### config.mk
export PLATFORM = sky130hd
export DESIGN_NAME = tcp_notify_top
export DESIGN_NICKNAME = d
export VERILOG_FILES = /design/src/logic/tcp_notify_pkg.sv /design/src/logic/tcp_notify_top.sv /design/src/logic/tcp_notify_regs.sv /design/src/logic/tcp_rx_req_gen.sv /design/src/logic/tcp_session_table.sv /design/src/logic/tcp_notify_split.sv
export SDC_FILE = /design/constraint.sdc
export NUM_CORES = 1
export LEC_CHECK = 0
export BUFFER_PORTS_ARGS = -buffer_cell sky130_fd_sc_hd__buf_2
export CAP_MARGIN = 10
export CORE_MARGIN = 10
export CORE_UTILIZATION = 62
export DETAILED_ROUTE_END_ITERATION = 8
export GPL_ROUTABILITY_DRIVEN = 0
export PLACE_DENSITY = 0.94
export SLEW_MARGIN = 25
export SYNTH_ARGS = -nofsm -noshare
export SYNTH_HDL_FRONTEND = slang
export SYNTH_SLANG_ARGS = --single-unit
### constraint.sdc
create_clock -name aclk -period 6.7 [get_ports aclk]
set_input_delay 0.335 -clock aclk [delete_from_list [all_inputs] [get_ports aclk]]
set_output_delay 0.335 -clock aclk [all_outputs]
set_load 0.1 [all_outputs]
### src/logic/tcp_notify_pkg.sv
`default_nettype none

package tcp_notify_pkg;

    // session and length widths
    localparam int SID_BITS   = 4;
    localparam int N_SESSIONS = 16;
    localparam int LEN_BITS   = 16;

    // register port
    localparam int REG_ADDR_BITS = 3;
    localparam int REG_DATA_BITS = 32;

    // chunk limit out of reset
    localparam logic [LEN_BITS-1:0] CHUNK_RST = 16'd256;

    // register map
    localparam logic [REG_ADDR_BITS-1:0] ADDR_MAX_CHUNK = 3'd0;
    localparam logic [REG_ADDR_BITS-1:0] ADDR_CLOSE     = 3'd1;
    localparam logic [REG_ADDR_BITS-1:0] ADDR_CNT_OPEN  = 3'd2;
    localparam logic [REG_ADDR_BITS-1:0] ADDR_CNT_RECV  = 3'd3;
    localparam logic [REG_ADDR_BITS-1:0] ADDR_CNT_DROP  = 3'd4;
    localparam logic [REG_ADDR_BITS-1:0] ADDR_OPEN_MAP  = 3'd5;

    // body as seen by a session-opened notification
    typedef struct packed {
        logic [31:0] ip_addr;
        logic [15:0] port;
    } notify_open_t;

    // body as seen by a received-data notification
    typedef struct packed {
        logic [LEN_BITS-1:0] len;
        logic [15:0]         local_port;
        logic [15:0]         rsvd;
    } notify_recv_t;

    // same 48 bits decoded by the opened flag
    typedef union packed {
        notify_open_t open_v;
        notify_recv_t recv_v;
    } notify_body_u;

    typedef struct packed {
        logic                opened;
        logic [SID_BITS-1:0] sid;
        notify_body_u        body;
    } tcp_notify_t;

endpackage

`default_nettype wire
### src/logic/tcp_notify_top.sv
`timescale 1ns/1ps
`default_nettype none

module tcp_notify_top
    import tcp_notify_pkg::*;
(
    input  logic                     aclk,
    input  logic                     rst,

    // notifications from the stack
    input  logic                     s_notify_valid,
    output logic                     s_notify_ready,
    input  tcp_notify_t              s_notify_data,

    // chunked read requests
    output logic                     m_rd_req_valid,
    input  logic                     m_rd_req_ready,
    output logic [SID_BITS-1:0]      m_rd_req_sid,
    output logic [LEN_BITS-1:0]      m_rd_req_len,

    // host register port
    input  logic                     reg_wr,
    input  logic                     reg_rd,
    input  logic [REG_ADDR_BITS-1:0] reg_addr,
    input  logic [REG_DATA_BITS-1:0] reg_wdata,
    output logic [REG_DATA_BITS-1:0] reg_rdata,
    output logic                     reg_rvalid
);

    // split outputs
    logic                  open_valid;
    tcp_notify_t           open_data;
    logic                  recv_valid;
    logic                  recv_ready;
    tcp_notify_t           recv_data;

    // table side
    logic [SID_BITS-1:0]   lookup_sid;
    logic                  lookup_hit;
    logic [N_SESSIONS-1:0] open_map;
    logic                  open_event;

    // register side
    logic [LEN_BITS-1:0]   max_chunk;
    logic                  close_strobe;
    logic [SID_BITS-1:0]   close_sid;
    logic                  recv_event;
    logic                  drop_event;

    tcp_notify_split u_split (
        .aclk           (aclk),
        .rst            (rst),
        .s_notify_valid (s_notify_valid),
        .s_notify_ready (s_notify_ready),
        .s_notify_data  (s_notify_data),
        .open_valid     (open_valid),
        .open_data      (open_data),
        .recv_valid     (recv_valid),
        .recv_ready     (recv_ready),
        .recv_data      (recv_data)
    );

    tcp_session_table u_table (
        .aclk         (aclk),
        .rst          (rst),
        .open_valid   (open_valid),
        .open_data    (open_data),
        .close_strobe (close_strobe),
        .close_sid    (close_sid),
        .lookup_sid   (lookup_sid),
        .lookup_hit   (lookup_hit),
        .open_map     (open_map),
        .open_event   (open_event)
    );

    tcp_rx_req_gen u_req_gen (
        .aclk           (aclk),
        .rst            (rst),
        .recv_valid     (recv_valid),
        .recv_ready     (recv_ready),
        .recv_data      (recv_data),
        .lookup_sid     (lookup_sid),
        .lookup_hit     (lookup_hit),
        .max_chunk      (max_chunk),
        .m_rd_req_valid (m_rd_req_valid),
        .m_rd_req_ready (m_rd_req_ready),
        .m_rd_req_sid   (m_rd_req_sid),
        .m_rd_req_len   (m_rd_req_len),
        .recv_event     (recv_event),
        .drop_event     (drop_event)
    );

    tcp_notify_regs u_regs (
        .aclk         (aclk),
        .rst          (rst),
        .reg_wr       (reg_wr),
        .reg_rd       (reg_rd),
        .reg_addr     (reg_addr),
        .reg_wdata    (reg_wdata),
        .reg_rdata    (reg_rdata),
        .reg_rvalid   (reg_rvalid),
        .max_chunk    (max_chunk),
        .close_strobe (close_strobe),
        .close_sid    (close_sid),
        .open_map     (open_map),
        .open_event   (open_event),
        .recv_event   (recv_event),
        .drop_event   (drop_event)
    );

endmodule

`default_nettype wire

### src/logic/tcp_notify_regs.sv
`timescale 1ns/1ps
`default_nettype none

module tcp_notify_regs
    import tcp_notify_pkg::*;
(
    input  logic                     aclk,
    input  logic                     rst,

    input  logic                     reg_wr,
    input  logic                     reg_rd,
    input  logic [REG_ADDR_BITS-1:0] reg_addr,
    input  logic [REG_DATA_BITS-1:0] reg_wdata,
    output logic [REG_DATA_BITS-1:0] reg_rdata,
    output logic                     reg_rvalid,

    output logic [LEN_BITS-1:0]      max_chunk,

    output logic                     close_strobe,
    output logic [SID_BITS-1:0]      close_sid,

    input  logic [N_SESSIONS-1:0]    open_map,
    input  logic                     open_event,
    input  logic                     recv_event,
    input  logic                     drop_event
);

    logic [REG_DATA_BITS-1:0] cnt_open;
    logic [REG_DATA_BITS-1:0] cnt_recv;
    logic [REG_DATA_BITS-1:0] cnt_drop;
    logic [REG_DATA_BITS-1:0] rd_mux;

    // close takes effect at the strobe edge in the table
    assign close_strobe = reg_wr && (reg_addr == ADDR_CLOSE);
    assign close_sid    = reg_wdata[SID_BITS-1:0];

    always_ff @(posedge aclk) begin
        if (rst) begin
            max_chunk <= CHUNK_RST;
            cnt_open  <= '0;
            cnt_recv  <= '0;
            cnt_drop  <= '0;
        end else begin
            // a zero limit would stall the generator so it is ignored
            if (reg_wr && (reg_addr == ADDR_MAX_CHUNK) &&
                (reg_wdata[LEN_BITS-1:0] != '0)) begin
                max_chunk <= reg_wdata[LEN_BITS-1:0];
            end
            cnt_open <= cnt_open + REG_DATA_BITS'(open_event);
            cnt_recv <= cnt_recv + REG_DATA_BITS'(recv_event);
            cnt_drop <= cnt_drop + REG_DATA_BITS'(drop_event);
        end
    end

    // read decode
    always_comb begin
        case (reg_addr)
            ADDR_MAX_CHUNK: rd_mux = {{(REG_DATA_BITS-LEN_BITS){1'b0}}, max_chunk};
            ADDR_CNT_OPEN:  rd_mux = cnt_open;
            ADDR_CNT_RECV:  rd_mux = cnt_recv;
            ADDR_CNT_DROP:  rd_mux = cnt_drop;
            ADDR_OPEN_MAP:  rd_mux = {{(REG_DATA_BITS-N_SESSIONS){1'b0}}, open_map};
            default:        rd_mux = '0;
        endcase
    end

    always_ff @(posedge aclk) begin
        if (rst) begin
            reg_rvalid <= 1'b0;
        end else begin
            reg_rvalid <= reg_rd;
        end
    end

    // read data one cycle after the strobe
    always_ff @(posedge aclk) begin
        if (reg_rd) begin
            reg_rdata <= rd_mux;
        end
    end

    a_chunk_nonzero: assert property (@(posedge aclk) disable iff (rst)
        max_chunk != '0);

endmodule

`default_nettype wire

### src/logic/tcp_rx_req_gen.sv
`timescale 1ns/1ps
`default_nettype none

module tcp_rx_req_gen
    import tcp_notify_pkg::*;
(
    input  logic                aclk,
    input  logic                rst,

    input  logic                recv_valid,
    output logic                recv_ready,
    input  tcp_notify_t         recv_data,

    output logic [SID_BITS-1:0] lookup_sid,
    input  logic                lookup_hit,

    input  logic [LEN_BITS-1:0] max_chunk,

    output logic                m_rd_req_valid,
    input  logic                m_rd_req_ready,
    output logic [SID_BITS-1:0] m_rd_req_sid,
    output logic [LEN_BITS-1:0] m_rd_req_len,

    output logic                recv_event,
    output logic                drop_event
);

    // high while chunks are being emitted
    logic                emit;
    logic [SID_BITS-1:0] sid_q;
    logic [LEN_BITS-1:0] rem_q;
    logic [LEN_BITS-1:0] chunk_q;
    logic [LEN_BITS-1:0] in_len;
    logic                accept;
    logic                req_fire;
    logic                last_req;

    // length from the receive view
    assign in_len = recv_data.body.recv_v.len;

    assign recv_ready = !emit;
    assign accept     = recv_valid && !emit;
    assign lookup_sid = recv_data.sid;

    // zero length is silently dropped, not counted
    assign recv_event = accept && (in_len != '0) && lookup_hit;
    assign drop_event = accept && (in_len != '0) && !lookup_hit;

    assign m_rd_req_valid = emit;
    assign m_rd_req_sid   = sid_q;
    assign m_rd_req_len   = (rem_q < chunk_q) ? rem_q : chunk_q;
    assign req_fire       = emit && m_rd_req_ready;
    assign last_req       = (rem_q == m_rd_req_len);

    always_ff @(posedge aclk) begin
        if (rst) begin
            emit <= 1'b0;
        end else if (recv_event) begin
            emit <= 1'b1;
        end else if (req_fire && last_req) begin
            emit <= 1'b0;
        end
    end

    // chunk limit latched per notification
    always_ff @(posedge aclk) begin
        if (recv_event) begin
            sid_q   <= recv_data.sid;
            rem_q   <= in_len;
            chunk_q <= max_chunk;
        end else if (req_fire) begin
            rem_q <= rem_q - m_rd_req_len;
        end
    end

    a_req_len: assert property (@(posedge aclk) disable iff (rst)
        m_rd_req_valid |-> (m_rd_req_len != '0));

    a_req_hold: assert property (@(posedge aclk) disable iff (rst)
        m_rd_req_valid && !m_rd_req_ready |=>
            m_rd_req_valid && $stable(m_rd_req_sid) && $stable(m_rd_req_len));

endmodule

`default_nettype wire

### src/logic/tcp_session_table.sv
`timescale 1ns/1ps
`default_nettype none

module tcp_session_table
    import tcp_notify_pkg::*;
(
    input  logic                  aclk,
    input  logic                  rst,

    input  logic                  open_valid,
    input  tcp_notify_t           open_data,

    input  logic                  close_strobe,
    input  logic [SID_BITS-1:0]   close_sid,

    input  logic [SID_BITS-1:0]   lookup_sid,
    output logic                  lookup_hit,

    output logic [N_SESSIONS-1:0] open_map,
    output logic                  open_event
);

    logic [N_SESSIONS-1:0] map_next;

    always_comb begin
        map_next = open_map;
        // close first so a same-cycle open wins
        if (close_strobe) begin
            map_next[close_sid] = 1'b0;
        end
        if (open_valid) begin
            map_next[open_data.sid] = 1'b1;
        end
    end

    always_ff @(posedge aclk) begin
        if (rst) begin
            open_map   <= '0;
            open_event <= 1'b0;
        end else begin
            open_map   <= map_next;
            // counted one cycle after the write
            open_event <= open_valid;
        end
    end

    // registered map so new opens show up the cycle after
    assign lookup_hit = open_map[lookup_sid];

endmodule

`default_nettype wire

### src/logic/tcp_notify_split.sv
`timescale 1ns/1ps
`default_nettype none

module tcp_notify_split
    import tcp_notify_pkg::*;
(
    input  logic        aclk,
    input  logic        rst,

    input  logic        s_notify_valid,
    output logic        s_notify_ready,
    input  tcp_notify_t s_notify_data,

    output logic        open_valid,
    output tcp_notify_t open_data,

    output logic        recv_valid,
    input  logic        recv_ready,
    output tcp_notify_t recv_data
);

    logic recv_room;
    logic in_fire;

    // recv slot free when empty or handing off this cycle
    assign recv_room = !recv_valid || recv_ready;

    // table never stalls so opened words always fit
    // only received words see back-pressure
    assign s_notify_ready = s_notify_data.opened ? 1'b1 : recv_room;
    assign in_fire = s_notify_valid && s_notify_ready;

    always_ff @(posedge aclk) begin
        if (rst) begin
            open_valid <= 1'b0;
            recv_valid <= 1'b0;
        end else begin
            // opened slot drains every cycle
            open_valid <= in_fire && s_notify_data.opened;
            if (in_fire && !s_notify_data.opened) begin
                recv_valid <= 1'b1;
            end else if (recv_ready) begin
                recv_valid <= 1'b0;
            end
        end
    end

    // payload capture
    always_ff @(posedge aclk) begin
        if (in_fire && s_notify_data.opened) begin
            open_data <= s_notify_data;
        end
        if (in_fire && !s_notify_data.opened) begin
            recv_data <= s_notify_data;
        end
    end

    // a stalled received word must not change under the generator
    a_recv_hold: assert property (@(posedge aclk) disable iff (rst)
        recv_valid && !recv_ready |=> recv_valid && $stable(recv_data));

endmodule

`default_nettype wire

==> impl_metrics.json <==
{
  "maxCapViolCount": 0,
  "violations": "negative hold slack",
  "synth_cells": 1071,
  "grt_pass1_wl_um": 50500,
  "critPathMaxFanout": 11,
  "synth.ff_latch_count": 225,
  "seq_area_frac_synth_pct": 50.0,
  "period_share_pct": 76.2,
  "grt_overflow": 0,
  "most-common-layout-cells": "dfxtp_1 (133), nor2_1 (124), nand2_1 (104)",
  "ys.flop_type": "dfxtp_1",
  "area_delta_synth_final_pct": 15.3,
  "power_density_nw_per_um2": 239,
  "first_iter_violations": 1328,
  "rsz0062_at_grt": "false",
  "status": "finished with violations",
  "clk_pin_slew_ns": 0.07,
  "synth-edff-count": 92,
  "worstSetupEndpointType": "register",
  "drv_slew": 0,
  "fin_nets": 1314,
  "ir_drop_v": 0.000224,
  "cts_buffer_depth": 3,
  "cts_resized": 0,
  "required_ns": 6.98,
  "regArea_sq_um": 5430,
  "grt_pass1_vias": 9095,
  "fin_cells": 1427,
  "tightestPinTransition_ns": 1.07,
  "slew_headroom_pct": 28.8,
  "start_util_pct": 62.9,
  "cts_tree": "yes",
  "placedCellCount": 1369,
  "post_cts_buffers": 0,
  "drive_above_1_share_pct": 15.7,
  "dieWidth_um": 152,
  "setup_viol": 0,
  "worstSetupPathType": "register to register",
  "critPathArrivalTime_ns": 5.39,
  "syn_nets": 1203,
  "clkSinkCount": 225,
  "grt_max_degree": 77,
  "ant_nets": 0,
  "fp.dieArea_sq_um": 23200,
  "ys_warn_count": 0,
  "hpwl_um": 19500,
  "leakagePower_nw": 4.89,
  "rows": 48,
  "wl_um": 32200,
  "wl_per_cell_um": 22.6,
  "io_pins": 149,
  "htreeDepth": 1,
  "worst_skew_pair.late_latency_ns": 0.53,
  "cts_made_buffers": 22,
  "skew_ns": 0.0174,
  "drc_errors": 0,
  "netlist_area_sq_um": 10800,
  "via_count": 9400,
  "viasPerCell": 6.59,
  "holdWs_ns": -0.000108,
  "multi_input_comb_area_sq_um": 5180,
  "ys_types": 56,
  "avgSynthCellArea_sq_um": 10.1,
  "antenna_found_initial": 4,
  "fin_tns_setup_ns": 0,
  "hold_viol": 1,
  "io_buffers": 100,
  "core_area_sq_um": 17200,
  "die_y_um": 152,
  "cp-start-kind": "register",
  "worstHoldPathType": "input pin to register",
  "min_period_ns": 5.11,
  "ys_async_sr_fraction_pct": 0,
  "cts-root-buf": "clkbuf_16",
  "track_usage_pct": 26.5,
  "nFillCells": 999,
  "dr.pass1.iters": 7,
  "post_cts_hold_buffer_count": 14,
  "mostFrequentLayoutCell": "dfxtp_1",
  "clock.fmax_mhz": 196
}
layer usage:
layer | global-route usage [%] | routed length, um | up-vias
li1 | - | - | 4065
met1 | 31.8 | 11700 | 4392
met2 | 42.6 | 15000 | 764
met3 | 6.04 | 3620 | 177
met4 | 15.6 | 1970 | 2
met5 | 0 | 13 | -
through the flow:
stage | setup WS [ns] | total power [mW] | hold WS (ns) | cell area (sq um) | util (%)
finish | 1.59 | 2.99 | -0.000108 | 12500 | 72.5
floorplan | 0.845 | 1.59 | 0.431 | 10800 | -
detailed placement | 1.94 | 1.63 | 0.458 | 11500 | 67.0
global route | 1.45 | 3.05 | 0.0000462 | 12500 | 72.5
global placement | 1.97 | 1.63 | 0.456 | 11500 | 67.0
CTS | 1.86 | 2.98 | 0.00237 | 12500 | 72.4
synthesized netlist by cell type (all sizes together), types with 2 or more instances:
library cell | instances | area (sq um)
dfxtp | 133 | 2660
nor2 | 125 | 469
nand2 | 106 | 403
edfxtp | 92 | 2760
o21ai | 74 | 370
a21oi | 68 | 344
mux2i | 62 | 621
xor2 | 56 | 490
nand3 | 40 | 200
ha | 37 | 463
xnor2 | 32 | 280
inv | 30 | 113
nand4 | 24 | 171
clkbuf | 21 | 78.8
mux2 | 20 | 225
nor2b | 19 | 119
and3 | 17 | 106
a221o | 16 | 160
or3 | 16 | 100
nor3 | 13 | 81.3
buf | 12 | 58.8
nor4 | 12 | 111
nand2b | 6 | 37.5
mux4 | 5 | 113
and4 | 4 | 40.0
o21a | 4 | 30.0
a21o | 3 | 22.5
nor3b | 3 | 27.5
a2111oi | 2 | 23.8
a211oi | 2 | 15.0
and2 | 2 | 12.5
nand3b | 2 | 15.0
o211ai | 2 | 15.0
o21bai | 2 | 15.0
or2 | 2 | 12.5
worst max-delay path, stage by stage, from the launching register on:
cell and delay (ns):
edfxtp_1 0.40, inv_1 0.10, ha_1 0.30, o21a_1 0.11, nor2_1 0.04, a2111oi_0 0.44
o21a_1 0.19, nor2_1 0.06, o21ai_2 0.57, mux2i_1 0.35, ha_1 0.23, inv_1 0.08
fa_1 0.43, a21o_1 0.19, a21o_1 0.23, a21oi_2 0.22, nor3_1 0.09, a2111oi_2 0.40
xnor2_1 0.13, mux2_2 0.28
state kept, by name, summed over array words and instances, names as in the netlist, 16 cells and up:
| signal | cells |
|---|---|
| u_split.recv_data | 20 |
| u_req_gen.chunk_q | 16 |
| u_req_gen.rem_q | 16 |
| u_regs.cnt_drop | 32 |
| u_regs.cnt_recv | 32 |
| u_table.open_map | 16 |
| u_regs.cnt_open | 32 |
| u_regs.max_chunk | 16 |
| u_regs.reg_rdata | 32 |
cells by family (layout without fill, tap and decap cells):
group           after synthesis  in the layout  synth area share, %
flops                       225            225                 50.0
mux                          87             87                 8.84
compound gates              177            177                 9.51
other cells                   0              4                    0
simple gates                393            393                 17.7
fa+ha+maj                    38             38                 4.45
xor+xnor                     88             88                 7.11
buf+inv                      63            190                 2.31
power by group:
group	leakage, nW	switching [mW]	internal (mW)	total [mW]
logic	2.55	0.122	0.0389	0.161
clock network	0.394	0.559	0.815	1.37
registers	1.94	0.0165	1.44	1.46
total	4.89	0.697	2.30	2.99
worst paths after layout:
kind | start | end | slack, ns | cells after the start
max | u_req_gen.chunk_q[3] | u_req_gen.rem_q[14] | 1.59 | 19
min | s_notify_data[32] | u_split.recv_data[32] | -0.0001 | 1
max reg2reg | u_req_gen.chunk_q[3] | u_req_gen.rem_q[14] | 1.59 | 19
min reg2reg | u_regs.max_chunk[0] | u_req_gen.chunk_q[0] | 0.47 | 0
cell type report:
class	instances	area share (%)
clock inverters	11	1.11
repair buffers	120	5.50
clock buffers	29	5.28
diodes	4	0.0801
inverters	30	0.901
flip-flops and latches	225	43.4
multi-input cells	783	41.5
well taps	225	2.25
Power figures use the tool's default switching activity.
